==> src/source/mem_bus_pkg.sv <==
package mem_bus_pkg;

    localparam int ADDR_WIDTH = 32;
    localparam int DATA_WIDTH = 32;

    // Access register holds {address, data}
    localparam int MAR_WIDTH = ADDR_WIDTH + DATA_WIDTH;

    // Window reachable from the debug port
    localparam logic [ADDR_WIDTH-1:0] MEM_BASE = 32'h0000_0000;
    localparam logic [ADDR_WIDTH-1:0] MEM_SIZE = 32'h0010_0000;  // 1 MiB

    // Error codes reported on error_code
    typedef enum logic [7:0] {
        ERR_NONE          = 8'h00,
        ERR_INVALID_ADDR  = 8'h01,
        ERR_BUS           = 8'h03,
        ERR_INVALID_INSTR = 8'h04,
        ERR_BUSY          = 8'h05
    } err_code_t;

    // Seen in the data half of the next capture after a bus error
    localparam logic [DATA_WIDTH-1:0] ERR_PATTERN = 32'hDEAD_BEEF;

endpackage

==> src/source/jtag_pkg.sv <==
package jtag_pkg;

    // IEEE 1149.1 TAP controller states
    typedef enum logic [3:0] {
        TEST_LOGIC_RESET = 4'b0000,
        RUN_TEST_IDLE    = 4'b0001,
        SELECT_DR_SCAN   = 4'b0010,
        CAPTURE_DR       = 4'b0011,
        SHIFT_DR         = 4'b0100,
        EXIT1_DR         = 4'b0101,
        PAUSE_DR         = 4'b0110,
        EXIT2_DR         = 4'b0111,
        UPDATE_DR        = 4'b1000,
        SELECT_IR_SCAN   = 4'b1001,
        CAPTURE_IR       = 4'b1010,
        SHIFT_IR         = 4'b1011,
        EXIT1_IR         = 4'b1100,
        PAUSE_IR         = 4'b1101,
        EXIT2_IR         = 4'b1110,
        UPDATE_IR        = 4'b1111
    } tap_state_t;

    // Supported instructions, anything else decodes to BYPASS
    typedef enum logic [3:0] {
        EXTEST         = 4'b0000,
        IDCODE         = 4'b0001,
        SAMPLE_PRELOAD = 4'b0010,
        MEM_READ       = 4'b0100,
        MEM_WRITE      = 4'b0101,
        BYPASS         = 4'b1111  // Mandatory all-ones code
    } instr_t;

    localparam int IR_WIDTH = 4;
    localparam logic [IR_WIDTH-1:0] IR_CAPTURE = 4'b0101;  // LSBs fixed at 01

    // Device identification, bit 0 set as the standard requires
    localparam logic [31:0] IDCODE_VALUE = 32'h1234_5679;

    localparam int BSR_WIDTH = 8;

endpackage
==> src/source/jtag_mem_bridge.sv <==
module jtag_mem_bridge (
    input  logic                                   tck,
    input  logic                                   trst_n,
    input  logic                                   tms,
    input  logic                                   tdi,
    output logic                                   tdo,
    input  logic [jtag_pkg::BSR_WIDTH-1:0]         bsr_in,
    output logic [jtag_pkg::BSR_WIDTH-1:0]         bsr_out,
    output mem_bus_pkg::err_code_t                 error_code,
    output logic                                   wb_cyc,
    output logic                                   wb_stb,
    output logic                                   wb_we,
    output logic [mem_bus_pkg::ADDR_WIDTH-1:0]     wb_adr,
    output logic [mem_bus_pkg::DATA_WIDTH-1:0]     wb_dat_o,
    output logic [mem_bus_pkg::DATA_WIDTH/8-1:0]   wb_sel,
    input  logic [mem_bus_pkg::DATA_WIDTH-1:0]     wb_dat_i,
    input  logic                                   wb_ack,
    input  logic                                   wb_err
);

    import jtag_pkg::*;
    import mem_bus_pkg::*;

    tap_state_t state;
    instr_t     instr;
    err_code_t  bus_err;
    logic       ir_shift_lsb;
    logic       instr_err;
    logic       scan_tdo;
    logic       mar_lsb;

    tap_fsm u_tap_fsm (
        .tck    (tck),
        .trst_n (trst_n),
        .tms    (tms),
        .state  (state)
    );

    instr_reg u_instr_reg (
        .tck          (tck),
        .trst_n       (trst_n),
        .tdi          (tdi),
        .state        (state),
        .ir_shift_lsb (ir_shift_lsb),
        .instr        (instr),
        .instr_err    (instr_err)
    );

    scan_regs u_scan_regs (
        .tck      (tck),
        .trst_n   (trst_n),
        .tdi      (tdi),
        .state    (state),
        .instr    (instr),
        .bsr_in   (bsr_in),
        .bsr_out  (bsr_out),
        .scan_tdo (scan_tdo)
    );

    mem_access u_mem_access (
        .tck      (tck),
        .trst_n   (trst_n),
        .tdi      (tdi),
        .state    (state),
        .instr    (instr),
        .wb_dat_i (wb_dat_i),
        .wb_ack   (wb_ack),
        .wb_err   (wb_err),
        .wb_cyc   (wb_cyc),
        .wb_stb   (wb_stb),
        .wb_we    (wb_we),
        .wb_adr   (wb_adr),
        .wb_dat_o (wb_dat_o),
        .wb_sel   (wb_sel),
        .mar_lsb  (mar_lsb),
        .bus_err  (bus_err)
    );

    // TDO changes on the falling edge, half a clock ahead of the sampling edge
    always_ff @(negedge tck or negedge trst_n) begin
        if (!trst_n) begin
            tdo <= 1'b0;
        end else begin
            case (state)
                SHIFT_IR: tdo <= ir_shift_lsb;
                SHIFT_DR: tdo <= (instr == MEM_READ || instr == MEM_WRITE) ? mar_lsb : scan_tdo;
                default:  tdo <= 1'b0;
            endcase
        end
    end

    // A bad instruction outranks any bus status
    assign error_code = instr_err ? ERR_INVALID_INSTR : bus_err;

endmodule

==> src/source/mem_access.sv <==
module mem_access (
    input  logic                                   tck,
    input  logic                                   trst_n,
    input  logic                                   tdi,
    input  jtag_pkg::tap_state_t                   state,
    input  jtag_pkg::instr_t                       instr,
    input  logic [mem_bus_pkg::DATA_WIDTH-1:0]     wb_dat_i,
    input  logic                                   wb_ack,
    input  logic                                   wb_err,
    output logic                                   wb_cyc,
    output logic                                   wb_stb,
    output logic                                   wb_we,
    output logic [mem_bus_pkg::ADDR_WIDTH-1:0]     wb_adr,
    output logic [mem_bus_pkg::DATA_WIDTH-1:0]     wb_dat_o,
    output logic [mem_bus_pkg::DATA_WIDTH/8-1:0]   wb_sel,
    output logic                                   mar_lsb,
    output mem_bus_pkg::err_code_t                 bus_err
);

    import jtag_pkg::*;
    import mem_bus_pkg::*;

    logic [MAR_WIDTH-1:0]  mar;      // {address, data}
    logic [DATA_WIDTH-1:0] rd_data;  // Last read result
    logic [ADDR_WIDTH-1:0] mar_addr;
    logic [DATA_WIDTH-1:0] mar_data;
    logic [ADDR_WIDTH-1:0] addr_offset;
    logic                  mem_sel;
    logic                  in_window;
    logic                  do_update;
    logic                  cyc_done;

    assign mar_addr = mar[MAR_WIDTH-1:DATA_WIDTH];
    assign mar_data = mar[DATA_WIDTH-1:0];
    assign mar_lsb  = mar[0];

    assign mem_sel   = (instr == MEM_READ) || (instr == MEM_WRITE);
    assign do_update = mem_sel && (state == UPDATE_DR);
    assign cyc_done  = wb_cyc && (wb_ack || wb_err);

    // Offset wraps below the base, so one compare covers both bounds
    assign addr_offset = mar_addr - MEM_BASE;
    assign in_window   = addr_offset < MEM_SIZE;

    assign wb_sel = '1;  // Full word accesses only

    // Access register, address half is kept across captures
    always_ff @(posedge tck) begin
        if (mem_sel && state == CAPTURE_DR) begin
            mar[DATA_WIDTH-1:0] <= (bus_err == ERR_BUS) ? ERR_PATTERN : rd_data;
        end else if (mem_sel && state == SHIFT_DR) begin
            mar <= {tdi, mar[MAR_WIDTH-1:1]};
        end
    end

    // Address and write data held stable for the whole cycle
    always_ff @(posedge tck) begin
        if (do_update && !wb_cyc && in_window) begin
            wb_adr   <= mar_addr;
            wb_dat_o <= mar_data;
        end
    end

    // Bus master control and error tracking
    always_ff @(posedge tck or negedge trst_n) begin
        if (!trst_n) begin
            wb_cyc  <= 1'b0;
            wb_stb  <= 1'b0;
            wb_we   <= 1'b0;
            rd_data <= '0;
            bus_err <= ERR_NONE;
        end else begin
            if (cyc_done) begin
                wb_cyc <= 1'b0;
                wb_stb <= 1'b0;
                wb_we  <= 1'b0;
                if (wb_err) begin
                    bus_err <= ERR_BUS;
                end else begin
                    bus_err <= ERR_NONE;
                    if (!wb_we) begin
                        rd_data <= wb_dat_i;  // Read data taken on the ack edge
                    end
                end
            end

            // Update-DR starts the access on the edge leaving it
            if (do_update) begin
                if (wb_cyc) begin
                    bus_err <= ERR_BUSY;     // Previous cycle still open
                end else if (!in_window) begin
                    bus_err <= ERR_INVALID_ADDR;
                end else begin
                    wb_cyc <= 1'b1;
                    wb_stb <= 1'b1;
                    wb_we  <= (instr == MEM_WRITE);
                end
            end
        end
    end

endmodule

==> src/source/scan_regs.sv <==
module scan_regs (
    input  logic                             tck,
    input  logic                             trst_n,
    input  logic                             tdi,
    input  jtag_pkg::tap_state_t             state,
    input  jtag_pkg::instr_t                 instr,
    input  logic [jtag_pkg::BSR_WIDTH-1:0]   bsr_in,
    output logic [jtag_pkg::BSR_WIDTH-1:0]   bsr_out,
    output logic                             scan_tdo
);

    import jtag_pkg::*;

    logic [31:0]          idcode_sr;
    logic                 bypass_sr;
    logic [BSR_WIDTH-1:0] bsr_sr;
    logic                 bsr_sel;

    assign bsr_sel = (instr == SAMPLE_PRELOAD) || (instr == EXTEST);

    // IDCODE register, reloaded on every capture
    always_ff @(posedge tck) begin
        if (state == CAPTURE_DR) begin
            idcode_sr <= IDCODE_VALUE;
        end else if (state == SHIFT_DR && instr == IDCODE) begin
            idcode_sr <= {tdi, idcode_sr[31:1]};
        end
    end

    // Single-bit bypass stage
    always_ff @(posedge tck) begin
        if (state == CAPTURE_DR) begin
            bypass_sr <= 1'b0;
        end else if (state == SHIFT_DR) begin
            bypass_sr <= tdi;
        end
    end

    // Boundary scan shift stage
    always_ff @(posedge tck) begin
        if (bsr_sel) begin
            if (state == CAPTURE_DR) begin
                bsr_sr <= bsr_in;         // Sample the pins
            end else if (state == SHIFT_DR) begin
                bsr_sr <= {tdi, bsr_sr[BSR_WIDTH-1:1]};
            end
        end
    end

    // Boundary update stage drives the pins
    always_ff @(posedge tck or negedge trst_n) begin
        if (!trst_n) begin
            bsr_out <= '0;
        end else if (bsr_sel && state == UPDATE_DR) begin
            bsr_out <= bsr_sr;
        end
    end

    always_comb begin
        case (instr)
            IDCODE:                 scan_tdo = idcode_sr[0];
            SAMPLE_PRELOAD, EXTEST: scan_tdo = bsr_sr[0];
            default:                scan_tdo = bypass_sr;
        endcase
    end

endmodule

==> src/source/instr_reg.sv <==
module instr_reg (
    input  logic                 tck,
    input  logic                 trst_n,
    input  logic                 tdi,
    input  jtag_pkg::tap_state_t state,
    output logic                 ir_shift_lsb,
    output jtag_pkg::instr_t     instr,
    output logic                 instr_err
);

    import jtag_pkg::*;

    logic [IR_WIDTH-1:0] ir_shift;  // IR shift stage

    // Loaded in Capture-IR and shifted LSB first
    always_ff @(posedge tck) begin
        if (state == CAPTURE_IR) begin
            ir_shift <= IR_CAPTURE;
        end else if (state == SHIFT_IR) begin
            ir_shift <= {tdi, ir_shift[IR_WIDTH-1:1]};
        end
    end

    assign ir_shift_lsb = ir_shift[0];

    // Update stage with decode check
    always_ff @(posedge tck or negedge trst_n) begin
        if (!trst_n) begin
            instr     <= IDCODE;
            instr_err <= 1'b0;
        end else if (state == TEST_LOGIC_RESET) begin
            instr <= IDCODE;               // TAP reset selects IDCODE
        end else if (state == UPDATE_IR) begin
            case (ir_shift)
                BYPASS, IDCODE, SAMPLE_PRELOAD, EXTEST, MEM_READ, MEM_WRITE: begin
                    instr     <= instr_t'(ir_shift);
                    instr_err <= 1'b0;
                end
                default: begin
                    instr     <= BYPASS;   // Unknown code acts as BYPASS
                    instr_err <= 1'b1;
                end
            endcase
        end
    end

endmodule

==> src/source/tap_fsm.sv <==
module tap_fsm (
    input  logic                tck,
    input  logic                trst_n,
    input  logic                tms,
    output jtag_pkg::tap_state_t state
);

    import jtag_pkg::*;

    tap_state_t next_state;

    // Transition table of IEEE 1149.1, tms sampled on the rising edge
    always_comb begin
        case (state)
            TEST_LOGIC_RESET: next_state = tms ? TEST_LOGIC_RESET : RUN_TEST_IDLE;
            RUN_TEST_IDLE:    next_state = tms ? SELECT_DR_SCAN   : RUN_TEST_IDLE;

            // Data register column
            SELECT_DR_SCAN:   next_state = tms ? SELECT_IR_SCAN   : CAPTURE_DR;
            CAPTURE_DR:       next_state = tms ? EXIT1_DR         : SHIFT_DR;
            SHIFT_DR:         next_state = tms ? EXIT1_DR         : SHIFT_DR;
            EXIT1_DR:         next_state = tms ? UPDATE_DR        : PAUSE_DR;
            PAUSE_DR:         next_state = tms ? EXIT2_DR         : PAUSE_DR;
            EXIT2_DR:         next_state = tms ? UPDATE_DR        : SHIFT_DR;
            UPDATE_DR:        next_state = tms ? SELECT_DR_SCAN   : RUN_TEST_IDLE;

            // Instruction register column
            SELECT_IR_SCAN:   next_state = tms ? TEST_LOGIC_RESET : CAPTURE_IR;
            CAPTURE_IR:       next_state = tms ? EXIT1_IR         : SHIFT_IR;
            SHIFT_IR:         next_state = tms ? EXIT1_IR         : SHIFT_IR;
            EXIT1_IR:         next_state = tms ? UPDATE_IR        : PAUSE_IR;
            PAUSE_IR:         next_state = tms ? EXIT2_IR         : PAUSE_IR;
            EXIT2_IR:         next_state = tms ? UPDATE_IR        : SHIFT_IR;
            UPDATE_IR:        next_state = tms ? SELECT_DR_SCAN   : RUN_TEST_IDLE;

            default:          next_state = TEST_LOGIC_RESET;
        endcase
    end

    // Five tms-high clocks reach Test-Logic-Reset from any state
    always_ff @(posedge tck or negedge trst_n) begin
        if (!trst_n) begin
            state <= TEST_LOGIC_RESET;
        end else begin
            state <= next_state;
        end
    end

endmodule

==> config.mk <==
export PLATFORM = sky130hd
export DESIGN_NAME = jtag_mem_bridge
export DESIGN_NICKNAME = d
export VERILOG_FILES = /design/src/source/mem_bus_pkg.sv /design/src/source/jtag_pkg.sv /design/src/source/jtag_mem_bridge.sv /design/src/source/mem_access.sv /design/src/source/scan_regs.sv /design/src/source/instr_reg.sv /design/src/source/tap_fsm.sv
export SDC_FILE = /design/constraint.sdc
export NUM_CORES = 1
export LEC_CHECK = 0
export BUFFER_PORTS_ARGS = -buffer_cell sky130_fd_sc_hd__buf_2
export CAP_MARGIN = 20
export CORE_ASPECT_RATIO = 0.9
export CORE_UTILIZATION = 45
export DETAILED_ROUTE_END_ITERATION = 10
export PLACE_DENSITY = 0.71
export SETUP_SLACK_MARGIN = 0.3
export SYNTH_ARGS = -nofsm -noshare
export SYNTH_HDL_FRONTEND = slang
export SYNTH_SLANG_ARGS = --single-unit
==> constraint.sdc <==
create_clock -name tck -period 4.5 [get_ports tck]
set_input_delay 0.225 -clock tck [delete_from_list [all_inputs] [get_ports tck]]
set_output_delay 0.225 -clock tck [all_outputs]
set_load 0.005 [all_outputs]
Word-level counts from Yosys, hierarchy flattened. Index checks and enable logic that the tools add are counted.

Bits in writable memories: 0. Latch bits: 0. Input port bits: 46. Output and inout port bits: 88. Memory bits (read-only): 0. Flip-flop bits (word level): 234. Memories: 0.

$add $sub $neg: 0. Multipliers: 0. Bitwise gates (word level): 4. Equality and inequality tests: 25. Reduce and logical (&&, ||, !) cells: 27. Div/mod/pow operators: 0. Shift operators: 0. Order comparisons: 1. Multiplexer cells: 43.

Operators by type and width (number): $mux 32 (3); $mux 8 (7); $pmux 4 s12 (1); $eq 4x4->1 const B (9); $eq 4x3->1 const B (8); $lt 32x21->1 const B (1); $mux 4 (7); $mux 1 (17); $eq 4x2->1 const B (4); $eq 4x1->1 const B (3); $logic_not 4->1 (3); $eq 8x2->1 const B (1); $logic_and 1x1->1 (8); $mux 2 (4); $mux 3 (2); $reduce_and 2->1 (3); $reduce_bool 2->1 (3); $reduce_or 2->1 (3); $reduce_or 6->1 (1); $not 1->1 (4); $pmux 1 s2 (2); $logic_or 1x1->1 (3); $reduce_and 3->1 (1); $reduce_or 3->1 (1); $logic_not 1->1 (1).

Logic depth before layout (Yosys ltp). Gate-level depths: netlist (run 1).

Depth after elaboration: 6. Mapped depth: 7.

By module. Synthesis (run 1) repeated with hierarchy kept, for this count alone.

Cells, all modules: 585. Area, all modules: 8846.0 sq um.

Modules (own cells, without submodules): mem_access (times used 1, cells an instance 289, seq. area each 4919.7 sq um, area an instance 5977.0 sq um); scan_regs (times used 1, cells an instance 197, seq. area each 1101.1 sq um, area an instance 2005.7 sq um); instr_reg (times used 1, cells an instance 47, seq. area each 206.4 sq um, area an instance 429.2 sq um); tap_fsm (times used 1, cells an instance 37, seq. area each 100.1 sq um, area an instance 314.1 sq um); jtag_mem_bridge (times used 1, cells an instance 15, seq. area each 25.0 sq um, area an instance 120.1 sq um).

==> flow_summary.json, run 1 <==
{
  "status": "finished clean",
  "die_w_um": 148.7,
  "largest_reg_flops": 64,
  "wl_per_cell_um": 17.53,
  "clock_latency_ns": 0.52,
  "tightest_slew_ns": 1.063,
  "crit_arrival_ns": 1.81,
  "async_reset_ff_frac": 0.2607,
  "setup_viol": 0,
  "route.detailed.drc": 0,
  "grt_overflow": 0,
  "hold_path_startpoint": "bsr_in[5]",
  "cts.htree.levels": 1,
  "start_util": 0.4663,
  "max_cap_violations": 0,
  "numPortBuffers": 129,
  "die_area_um2": 19940,
  "design.core.area_um2": 18700,
  "numClockSinks": 234,
  "hold_path_class": "in2reg",
  "grt_usage": 0.1816,
  "clk_pin_slew_ns": 0.06,
  "critPathKind": "reg2reg",
  "yosys_warnings": 0,
  "largest-register": "u_mem_access.mar",
  "fin_nets": 813,
  "n_antenna_cell": 0,
  "syn2layout_area_growth_pct": 22.37,
  "cts_tree": "built",
  "power-per-cell-area_nw_per_um2": 515.2,
  "synth-main-ff-cell": "edfxtp_1",
  "tns_ns": 0,
  "r2r_slack_ns": 0.79,
  "gp_congestion": 0.7589,
  "rows": 47,
  "drive_gt1_frac": 0.2994,
  "yosys-top-cells-area": "edfxtp_1, dfrtp_1, dfxtp_1",
  "hold_viol": 0,
  "yosysUniqueCellTypes": 55,
  "rsz0062_at_grt": "no",
  "synth_edf_count": 136,
  "antenna_found_initial": 0,
  "fin_util": 0.5706,
  "cp-end-kind": "flip-flop",
  "r2r_end": "tdo$_DFF_NN0_",
  "synth_top_area_frac": 0.4684,
  "worst_hold_path.num_cells": 3,
  "r2r_start": "u_instr_reg.instr[2]$_DFFE_PN0P_",
  "r2r_cells": 3,
  "p_leak_uw": 0.004406,
  "viasPerCell": 5.174,
  "vdd_drop_max_v": 0.0002309,
  "finalClockSkew_ns": 0.009893,
  "cts-root-buf": "clkbuf_16",
  "cp_data_required_time_ns": 2.60,
  "fillCellCount": 1468,
  "postSynthCellCount": 595,
  "multi_input_area_um2": 2147,
  "drt-pass1-iter-count": 5,
  "ios": 134,
  "post_cts_buffers": 0,
  "worstPathMaxFanout": 8,
  "final_max_slew_viol_count": 0,
  "ff_latch_area_um2": 6352,
  "grt_max_degree": 61,
  "cts_buffer_depth": 3,
  "routed_wl_um": 18060,
  "final_antenna_net_count": 0,
  "grt_pass1_vias": 5276,
  "vias": 5329,
  "finalPower_uw": 5497,
  "synth_area_um2": 8720,
  "synth.avg_cell_area_um2": 14.65,
  "grt_pass1_wl_um": 28190,
  "cp-start-kind": "flip-flop",
  "slew_headroom": 0.2905,
  "die_y_um": 134.1,
  "cts_buffers": 24,
  "ys_seq_elements": 234,
  "synth.most_common_cell": "edfxtp_1",
  "whs_endpoint": "u_scan_regs.bsr_sr[5]$_DFFE_PP_",
  "synth.top_cells.by_count": "edfxtp_1, nand2_1, dfrtp_1",
  "postCtsHoldBufs": 38,
  "postCtsResizedCells": 0,
  "ys_seq_area_frac": 0.7285,
  "synth_area_leader_cell": "edfxtp_1",
  "drt_iter0_markers": 345,
  "hpwl_um": 11200
}
==> layout make-up <==
| class | instances | share of cell area |
|---|---|---|
| clock inverters | 12 | 0.008560 |
| inverters | 3 | 0.001055 |
| repair buffers | 177 | 0.1032 |
| well taps | 245 | 0.02873 |
| flip-flops and latches | 234 | 0.5953 |
| multi-input cells | 327 | 0.2012 |
| clock buffers | 32 | 0.06191 |
==> critical path, stage by stage, from the launching register on <==
cell	delay, ns
dfrtp_1	0.49
or3b_4	0.49
o21ai_0	0.20
o32ai_1	0.13
==> placed cells by master, fill, tap and decap left out, types with 5 or more instances in the layout <==
cell / n
edfxtp_1: 136
buf_2: 129
nand2_1: 113
dfrtp_1: 59
mux2_2: 41
dlygate4sd3_1: 38
dfxtp_1: 37
o22a_1: 25
clkbuf_16: 24
a21oi_1: 23
nand3_1: 17
o21ai_0: 16
a22o_1: 10
buf_4: 10
nor2_1: 8
nor2b_1: 7
and2_1: 6
clkinv_2: 6
clkbuf_1: 5
==> worst max-delay path by stage <==
stage | start | end | slack [ns]
2_1_floorplan | u_instr_reg.instr[0]$_DFFE_PN1P_ | tdo$_DFF_NN0_ | 0.91
3_3_place_gp | u_instr_reg.instr[1]$_DFFE_PN0P_ | tdo$_DFF_NN0_ | 0.88
3_5_place_dp | u_instr_reg.instr[1]$_DFFE_PN0P_ | tdo$_DFF_NN0_ | 0.82
4_1_cts | u_instr_reg.instr[1]$_DFFE_PN0P_ | tdo$_DFF_NN0_ | 0.79
5_1_grt | u_tap_fsm.state[0]$_DFF_PN0_ | tdo$_DFF_NN0_ | 0.70
6_report | u_instr_reg.instr[2]$_DFFE_PN0P_ | tdo$_DFF_NN0_ | 0.79
==> through the flow <==
step	area [um^2]	hold slack, ns	setup slack [ns]	std cells
2_1_floorplan	8731	-0.07059	0.9068	598
3_3_place_gp	9530	0.4280	0.8801	947
3_5_place_dp	9530	0.4372	0.8237	947
4_1_cts	10660	0.001580	0.7880	1029
5_1_grt	10670	0.002890	0.6960	1030
6_report	10670	0.005622	0.7856	1030
==> cell families (layout without fill, tap and decap cells) <==
family                 after synthesis  count (layout)  synth area share
multiplexers                        42              42           0.05410
AND/OR/NAND/NOR                    184             184            0.1082
AO/OA/AOI/OAI                       96              96           0.07907
XOR/XNOR                             1               1          0.001005
flip-flops                         234             234            0.7285
other                                1               4         0.0004301
buffers and inverters               37             224           0.02870
==> routing by layer <==
layer / track usage / share of wire / routed length [um] / vias to the layer above
li1: - / - / - / 2511
met3: 0.02993 / 0.055 / 992 / 41
met5: 0 / 0 / 0 / -
met1: 0.2443 / 0.43 / 7682 / 2604
met2: 0.3050 / 0.49 / 8897 / 173
met4: 0.05159 / 0.027 / 488 / 0
==> report_power, final <==
part           switching, uW  internal, uW
registers                230          2560
clock network            787          1090
logic                    467           367
No activity file was read; power rests on OpenSTA's default activity.
==> inputs of run 2 (changes only) <==
Settings changed: PLACE_DENSITY 0.71 to 0.73.
Clock period 4.5 ns to 3.29 ns, I/O delays scaled along.
==> run 2 against run 1 <==
  * Die area unchanged
  * Non-clock buffer count increased by 14
  * Clock skew increased by 0.0078 ns
  * Sequential power increased by 34%
  * Critical path depth decreased by 2
  * Via count increased by 0.99%
  * Core utilization increased by 0.96 points
  * First-iteration DRC count increased by 5.5%
  * Setup slack got worse by 0.43 ns
  * Cell count increased by 1.5%
  * Clock-buffer cell count unchanged
  * Critical endpoint is now tdo
  * Largest power group unchanged
==> flow_summary.json, run 2 (synthesis gave the netlist of run 1 again) <==
{
  "clock_latency_ns": 0.52,
  "cp_data_required_time_ns": 3.13,
  "grt_pass1_wl_um": 27770,
  "worst_hold_path.num_cells": 3,
  "netSwitchingPower_uw": 2050,
  "grt_overflow": 0,
  "slew_headroom": 0.4365,
  "p_clk_frac": 0.350,
  "antenna_found_initial": 0,
  "routed_wl_um": 17950,
  "finalPower_uw": 7754,
  "switching_share": 0.2643,
  "die_y_um": 134.1,
  "r2r_start": "u_instr_reg.instr[0]$_DFFE_PN1P_",
  "cts-root-buf": "clkbuf_16",
  "pwr-share-seq": 0.483,
  "rows": 47,
  "cp-end-kind": "primary output",
  "cp-start-kind": "flip-flop",
  "ios": 134,
  "rsz0062_at_grt": "no",
  "endpoint": "tdo",
  "critPathTopFamily": "flip-flops",
  "gp_congestion": 0.7771,
  "die_area_um2": 19940,
  "cts.htree.levels": 1,
  "clk_pin_slew_ns": 0.06,
  "slowest_stage": "dfrtn_1",
  "wl_per_cell_um": 17.18,
  "route.detailed.drc": 0,
  "grt_max_degree": 61,
  "layout_common_cells": "edfxtp_1, buf_2, nand2_1",
  "numClockSinks": 234,
  "finalInstanceArea_um2": 10850,
  "cts_buffers": 24,
  "viasPerCell": 5.150,
  "hold_viol": 0,
  "largest_reg_flops": 64,
  "grt_pass1_vias": 5313,
  "finalClockSkew_ns": 0.01770,
  "start_util": 0.4663,
  "grt_usage": 0.1781,
  "r2r_end": "tdo$_DFF_NN0_",
  "max_cap_violations": 0,
  "setup_viol": 0,
  "drt-pass1-iter-count": 4,
  "slowest_delay_ns": 0.47,
  "final_max_slew_viol_count": 0,
  "power-per-cell-area_nw_per_um2": 714.7,
  "p_int_uw": 5705,
  "dpl_cell_area_um2": 9592,
  "drive_gt1_frac": 0.3104,
  "hold_slack_ns": 0.01960,
  "design.core.area_um2": 18700,
  "hold_path_startpoint": "wb_ack",
  "status": "finished clean",
  "cts_buffer_depth": 3,
  "drt_iter0_markers": 364,
  "p_leak_uw": 0.004493,
  "worstPathMaxFanout": 1,
  "layout.cells.most_common": "edfxtp_1",
  "cp-startpoint": "tdo$_DFF_NN0_",
  "cp_num_cells": 1,
  "fin_nets": 827,
  "crit_arrival_ns": 2.77,
  "tns_ns": 0,
  "vdd_drop_max_v": 0.0003526,
  "r2r_cells": 4,
  "worstPathCellList": "buf_2",
  "critPathKind": "reg2out",
  "cts_tree": "built",
  "die_w_um": 148.7,
  "final_antenna_net_count": 0,
  "crit_buf_inv": 1,
  "syn2layout_area_growth_pct": 24.44,
  "hold_path_class": "in2reg",
  "tightest_slew_ns": 0.8453,
  "vias": 5382,
  "hpwl_um": 11280,
  "largest-register": "u_mem_access.mar",
  "combPwrFrac": 0.168,
  "numPortBuffers": 129,
  "r2r_slack_ns": 0.37
}
==> run 2: cell types whose count changed in the layout (fill, tap and decap cells not counted), moves of 2 or more <==
cell,before,now
dlygate4sd3_1,38,43
clkbuf_8,3,1
clkinv_1,4,2
clkinvlp_4,0,2
bufinv_16,1,3
buf_4,10,19
==> run 2: routing by layer <==
layer  wire length (um)  vias to the layer above  GRT usage
li1                   -                     2537          -
met1               7849                     2638     0.2329
met2               8674                      177     0.3074
met3               1135                       30    0.03231
met4                293                        0    0.04422
met5                  0                        -          0
==> run 2: area by class of cell <==
| type | instances | area, um^2 |
|---|---|---|
| Antenna cell | 1 | 2.502 |
| Clock buffer | 32 | 661.9 |
| Clock inverter | 12 | 137.6 |
| Fill cell | 1454 | 7850 |
| Inverter | 3 | 11.26 |
| Multi-Input combinational cell | 327 | 2158 |
| Sequential cell | 234 | 6354 |
| Tap cell | 245 | 306.5 |
| Timing Repair Buffer | 191 | 1219 |
==> run 2: worst reg2reg max path, cell delays in order (launching register included) <==
cell	delay, ns
dfstp_2	0.62
nor2_1	0.07
a2bb2oi_1	0.15
a2bb2oi_1	0.19
o32ai_1	0.09
==> run 2: timing repair <==
| item | CTS | global route |
|---|---|---|
| hold buffers | 43 | 0 |
| setup endpoints to repair | 1 | 1 |
| buffers inserted | 0 | 3 |
| gates resized for setup | 1 | 1 |
| pin swaps | 0 | 1 |
| endpoints found under the hold margin | 105 | 0 |
==> run 2: worst min path at each step <==
stage | to | slack (ns)
2_1_floorplan | u_instr_reg.instr[1]$_DFFE_PN0P_ | -0.13
3_3_place_gp | u_mem_access.rd_data[9]$_DFFE_PN0P_ | 0.40
3_5_place_dp | u_mem_access.rd_data[11]$_DFFE_PN0P_ | 0.40
4_1_cts | u_mem_access.wb_cyc$_DFF_PN0_ | 0.007
5_1_grt | u_mem_access.wb_cyc$_DFF_PN0_ | 0.02
6_report | u_mem_access.wb_cyc$_DFF_PN0_ | 0.02
==> run 2: power by group through the flow <==
stage	Clock, uW	Combinational [uW]	Sequential [uW]
finish	2710	1300	3740
detailed placement	0	1240	3800
floorplan	0	940	3740
global placement	0	1170	3770
global route	2880	1440	3790
CTS	2760	1280	3740
==> run 2: stage by stage <==
step,utilization,instances,worst slack (ns)
2_1_floorplan,-,598,0.2611
3_3_place_gp,0.5129,954,0.3046
3_5_place_dp,0.5129,954,0.2394
4_1_cts,0.5788,1041,0.3088
5_1_grt,0.5801,1044,0.3069
6_report,0.5802,1045,0.3542
==> inputs of run 3 (changes only) <==
Settings changed: PLACE_DENSITY 0.73 to 0.68.
==> run 3 against run 2 <==
  * Core utilization up 0.12 points
  * First-iteration DRC count up 6.6%
  * Clock power down 4%
  * Cell count about the same
  * Global-route usage down 0.35 points
  * Clock skew about the same
  * Worst hold slack better by 0.0012 ns
  * Critical path type is now reg2reg
  * Design area up 0.21%
  * Sequential power about the same
  * Register-to-register slack worse by 0.08 ns
  * Clock-buffer cell count up 2
==> flow_summary.json, run 3 (synthesis gave the netlist of run 1 again) <==
{
  "start_util": 0.4663,
  "p_int_uw": 5655,
  "rsz0062_at_grt": "no",
  "grt_pass1_vias": 5102,
  "p_clk_frac": 0.339,
  "clock_latency_ns": 0.51,
  "ios": 134,
  "finalPower_uw": 7713,
  "grt_max_degree": 68,
  "p_leak_uw": 0.004495,
  "cp_data_required_time_ns": 1.99,
  "cp-startpoint": "u_instr_reg.instr[0]$_DFFE_PN1P_",
  "power-per-cell-area_nw_per_um2": 709.4,
  "switching_share": 0.2668,
  "max_cap_violations": 0,
  "cts-root-buf": "clkbuf_16",
  "n_antenna_cell": 0,
  "slew_headroom": 0.4550,
  "finalInstanceArea_um2": 10870,
  "route.detailed.drc": 0,
  "die_area_um2": 19940,
  "pwr-share-seq": 0.487,
  "hold_viol": 0,
  "combPwrFrac": 0.174,
  "status": "finished clean",
  "drt_iter0_markers": 388,
  "crit_arrival_ns": 1.69,
  "cts_buffer_depth": 3,
  "grt_overflow": 0,
  "tightest_slew_ns": 0.8175,
  "die_y_um": 134.1,
  "cts_tree": "built",
  "design.core.area_um2": 18700,
  "netSwitchingPower_uw": 2058,
  "fin_nets": 830,
  "grt_pass1_wl_um": 27280,
  "drt-pass1-iter-count": 5,
  "drive_gt1_frac": 0.3184,
  "vdd_drop_max_v": 0.0003159,
  "antenna_found_initial": 0,
  "viasPerCell": 5.147,
  "die_w_um": 148.7,
  "critPathKind": "reg2reg",
  "rows": 47,
  "hpwl_um": 10960,
  "setup_viol": 0,
  "syn2layout_area_growth_pct": 24.69,
  "worstPathMaxFanout": 6,
  "gp_congestion": 0.8153,
  "cp-start-kind": "flip-flop",
  "r2r_start": "u_instr_reg.instr[0]$_DFFE_PN1P_",
  "clk_pin_slew_ns": 0.06,
  "r2r_slack_ns": 0.29,
  "routed_wl_um": 17540,
  "layout_common_cells": "edfxtp_1, buf_2, nand2_1",
  "tns_ns": 0,
  "finalClockSkew_ns": 0.01819,
  "final_antenna_net_count": 0,
  "largest_reg_flops": 64,
  "cts_buffers": 23,
  "wl_per_cell_um": 16.77,
  "numClockSinks": 234,
  "vias": 5384,
  "grt_usage": 0.1746,
  "largest-register": "u_mem_access.mar",
  "cp-end-kind": "flip-flop",
  "numPortBuffers": 129,
  "hold_path_startpoint": "wb_ack",
  "layout.cells.most_common": "edfxtp_1",
  "hold_path_class": "in2reg",
  "cts.htree.levels": 1,
  "dpl_cell_area_um2": 9589,
  "final_max_slew_viol_count": 0
}
-- run 3: layer usage --
layer  wire length, um  GRT usage  up-vias
li1                  -          -     2543
met1              7901     0.2424     2628
met2              8218     0.2827      183
met3               990    0.03027       30
met4               430    0.05159        0
met5                 0          0        -
-- run 3: area by class of cell --
| cell class | instances | area (um^2) |
|---|---|---|
| Fill cell | 1434 | 7828 |
| Sequential cell | 234 | 6357 |
| Inverter | 3 | 11.26 |
| Timing Repair Buffer | 195 | 1261 |
| Clock inverter | 8 | 93.84 |
| Multi-Input combinational cell | 327 | 2175 |
| Clock buffer | 34 | 668.1 |
| Tap cell | 245 | 306.5 |
-- run 3: what timing repair did --
| item | CTS | global route |
|---|---|---|
| endpoints found under the setup margin | 1 | 1 |
| buffers inserted | 0 | 9 |
| resized for setup | 5 | 4 |
| pin swaps | 0 | 1 |
| hold buffers | 43 | 0 |
| endpoints found under the hold margin | 105 | 0 |
-- run 3: critical path: stages, from the launching register on --
cell,delay (ns)
dfstp_2,0.59
nor2_1,0.08
a2bb2oi_2,0.18
a2bb2oi_2,0.22
o32ai_1,0.12
-- run 3: worst paths after layout --
kind	to	cells after the start
setup / recovery	tdo$_DFF_NN0_	4
hold / removal	u_mem_access.wb_cyc$_DFF_PN0_	3
setup reg to reg	tdo$_DFF_NN0_	4
hold reg to reg	u_mem_access.wb_adr[19]$_DFFE_PP_	0
max in group asynchronous	tdo$_DFF_NN0_	2
min in group asynchronous	u_mem_access.rd_data[0]$_DFFE_PN0P_	3
-- run 3: per-stage QoR --
stage | hold slack [ns] | utilization | setup slack, ns | std cells
floorplan | -0.1311 | - | 0.2611 | 598
detailed placement | 0.4021 | 0.5128 | 0.3013 | 952
finish | 0.02076 | 0.5814 | 0.2926 | 1046
global route | 0.03156 | 0.5814 | 0.2424 | 1046
global placement | 0.3965 | 0.5128 | 0.3661 | 952
CTS | 0.01679 | 0.5774 | 0.3029 | 1037
-- run 3: power groups by stage --
| stage | combinational [uW] | sequential (uW) | clock, uW |
|---|---|---|---|
| 2_1_floorplan | 940 | 3740 | 0 |
| 4_1_cts | 1270 | 3770 | 2670 |
| 3_5_place_dp | 1200 | 3820 | 0 |
| 6_report | 1340 | 3760 | 2610 |
| 3_3_place_gp | 1140 | 3790 | 0 |
| 5_1_grt | 1490 | 3810 | 2780 |
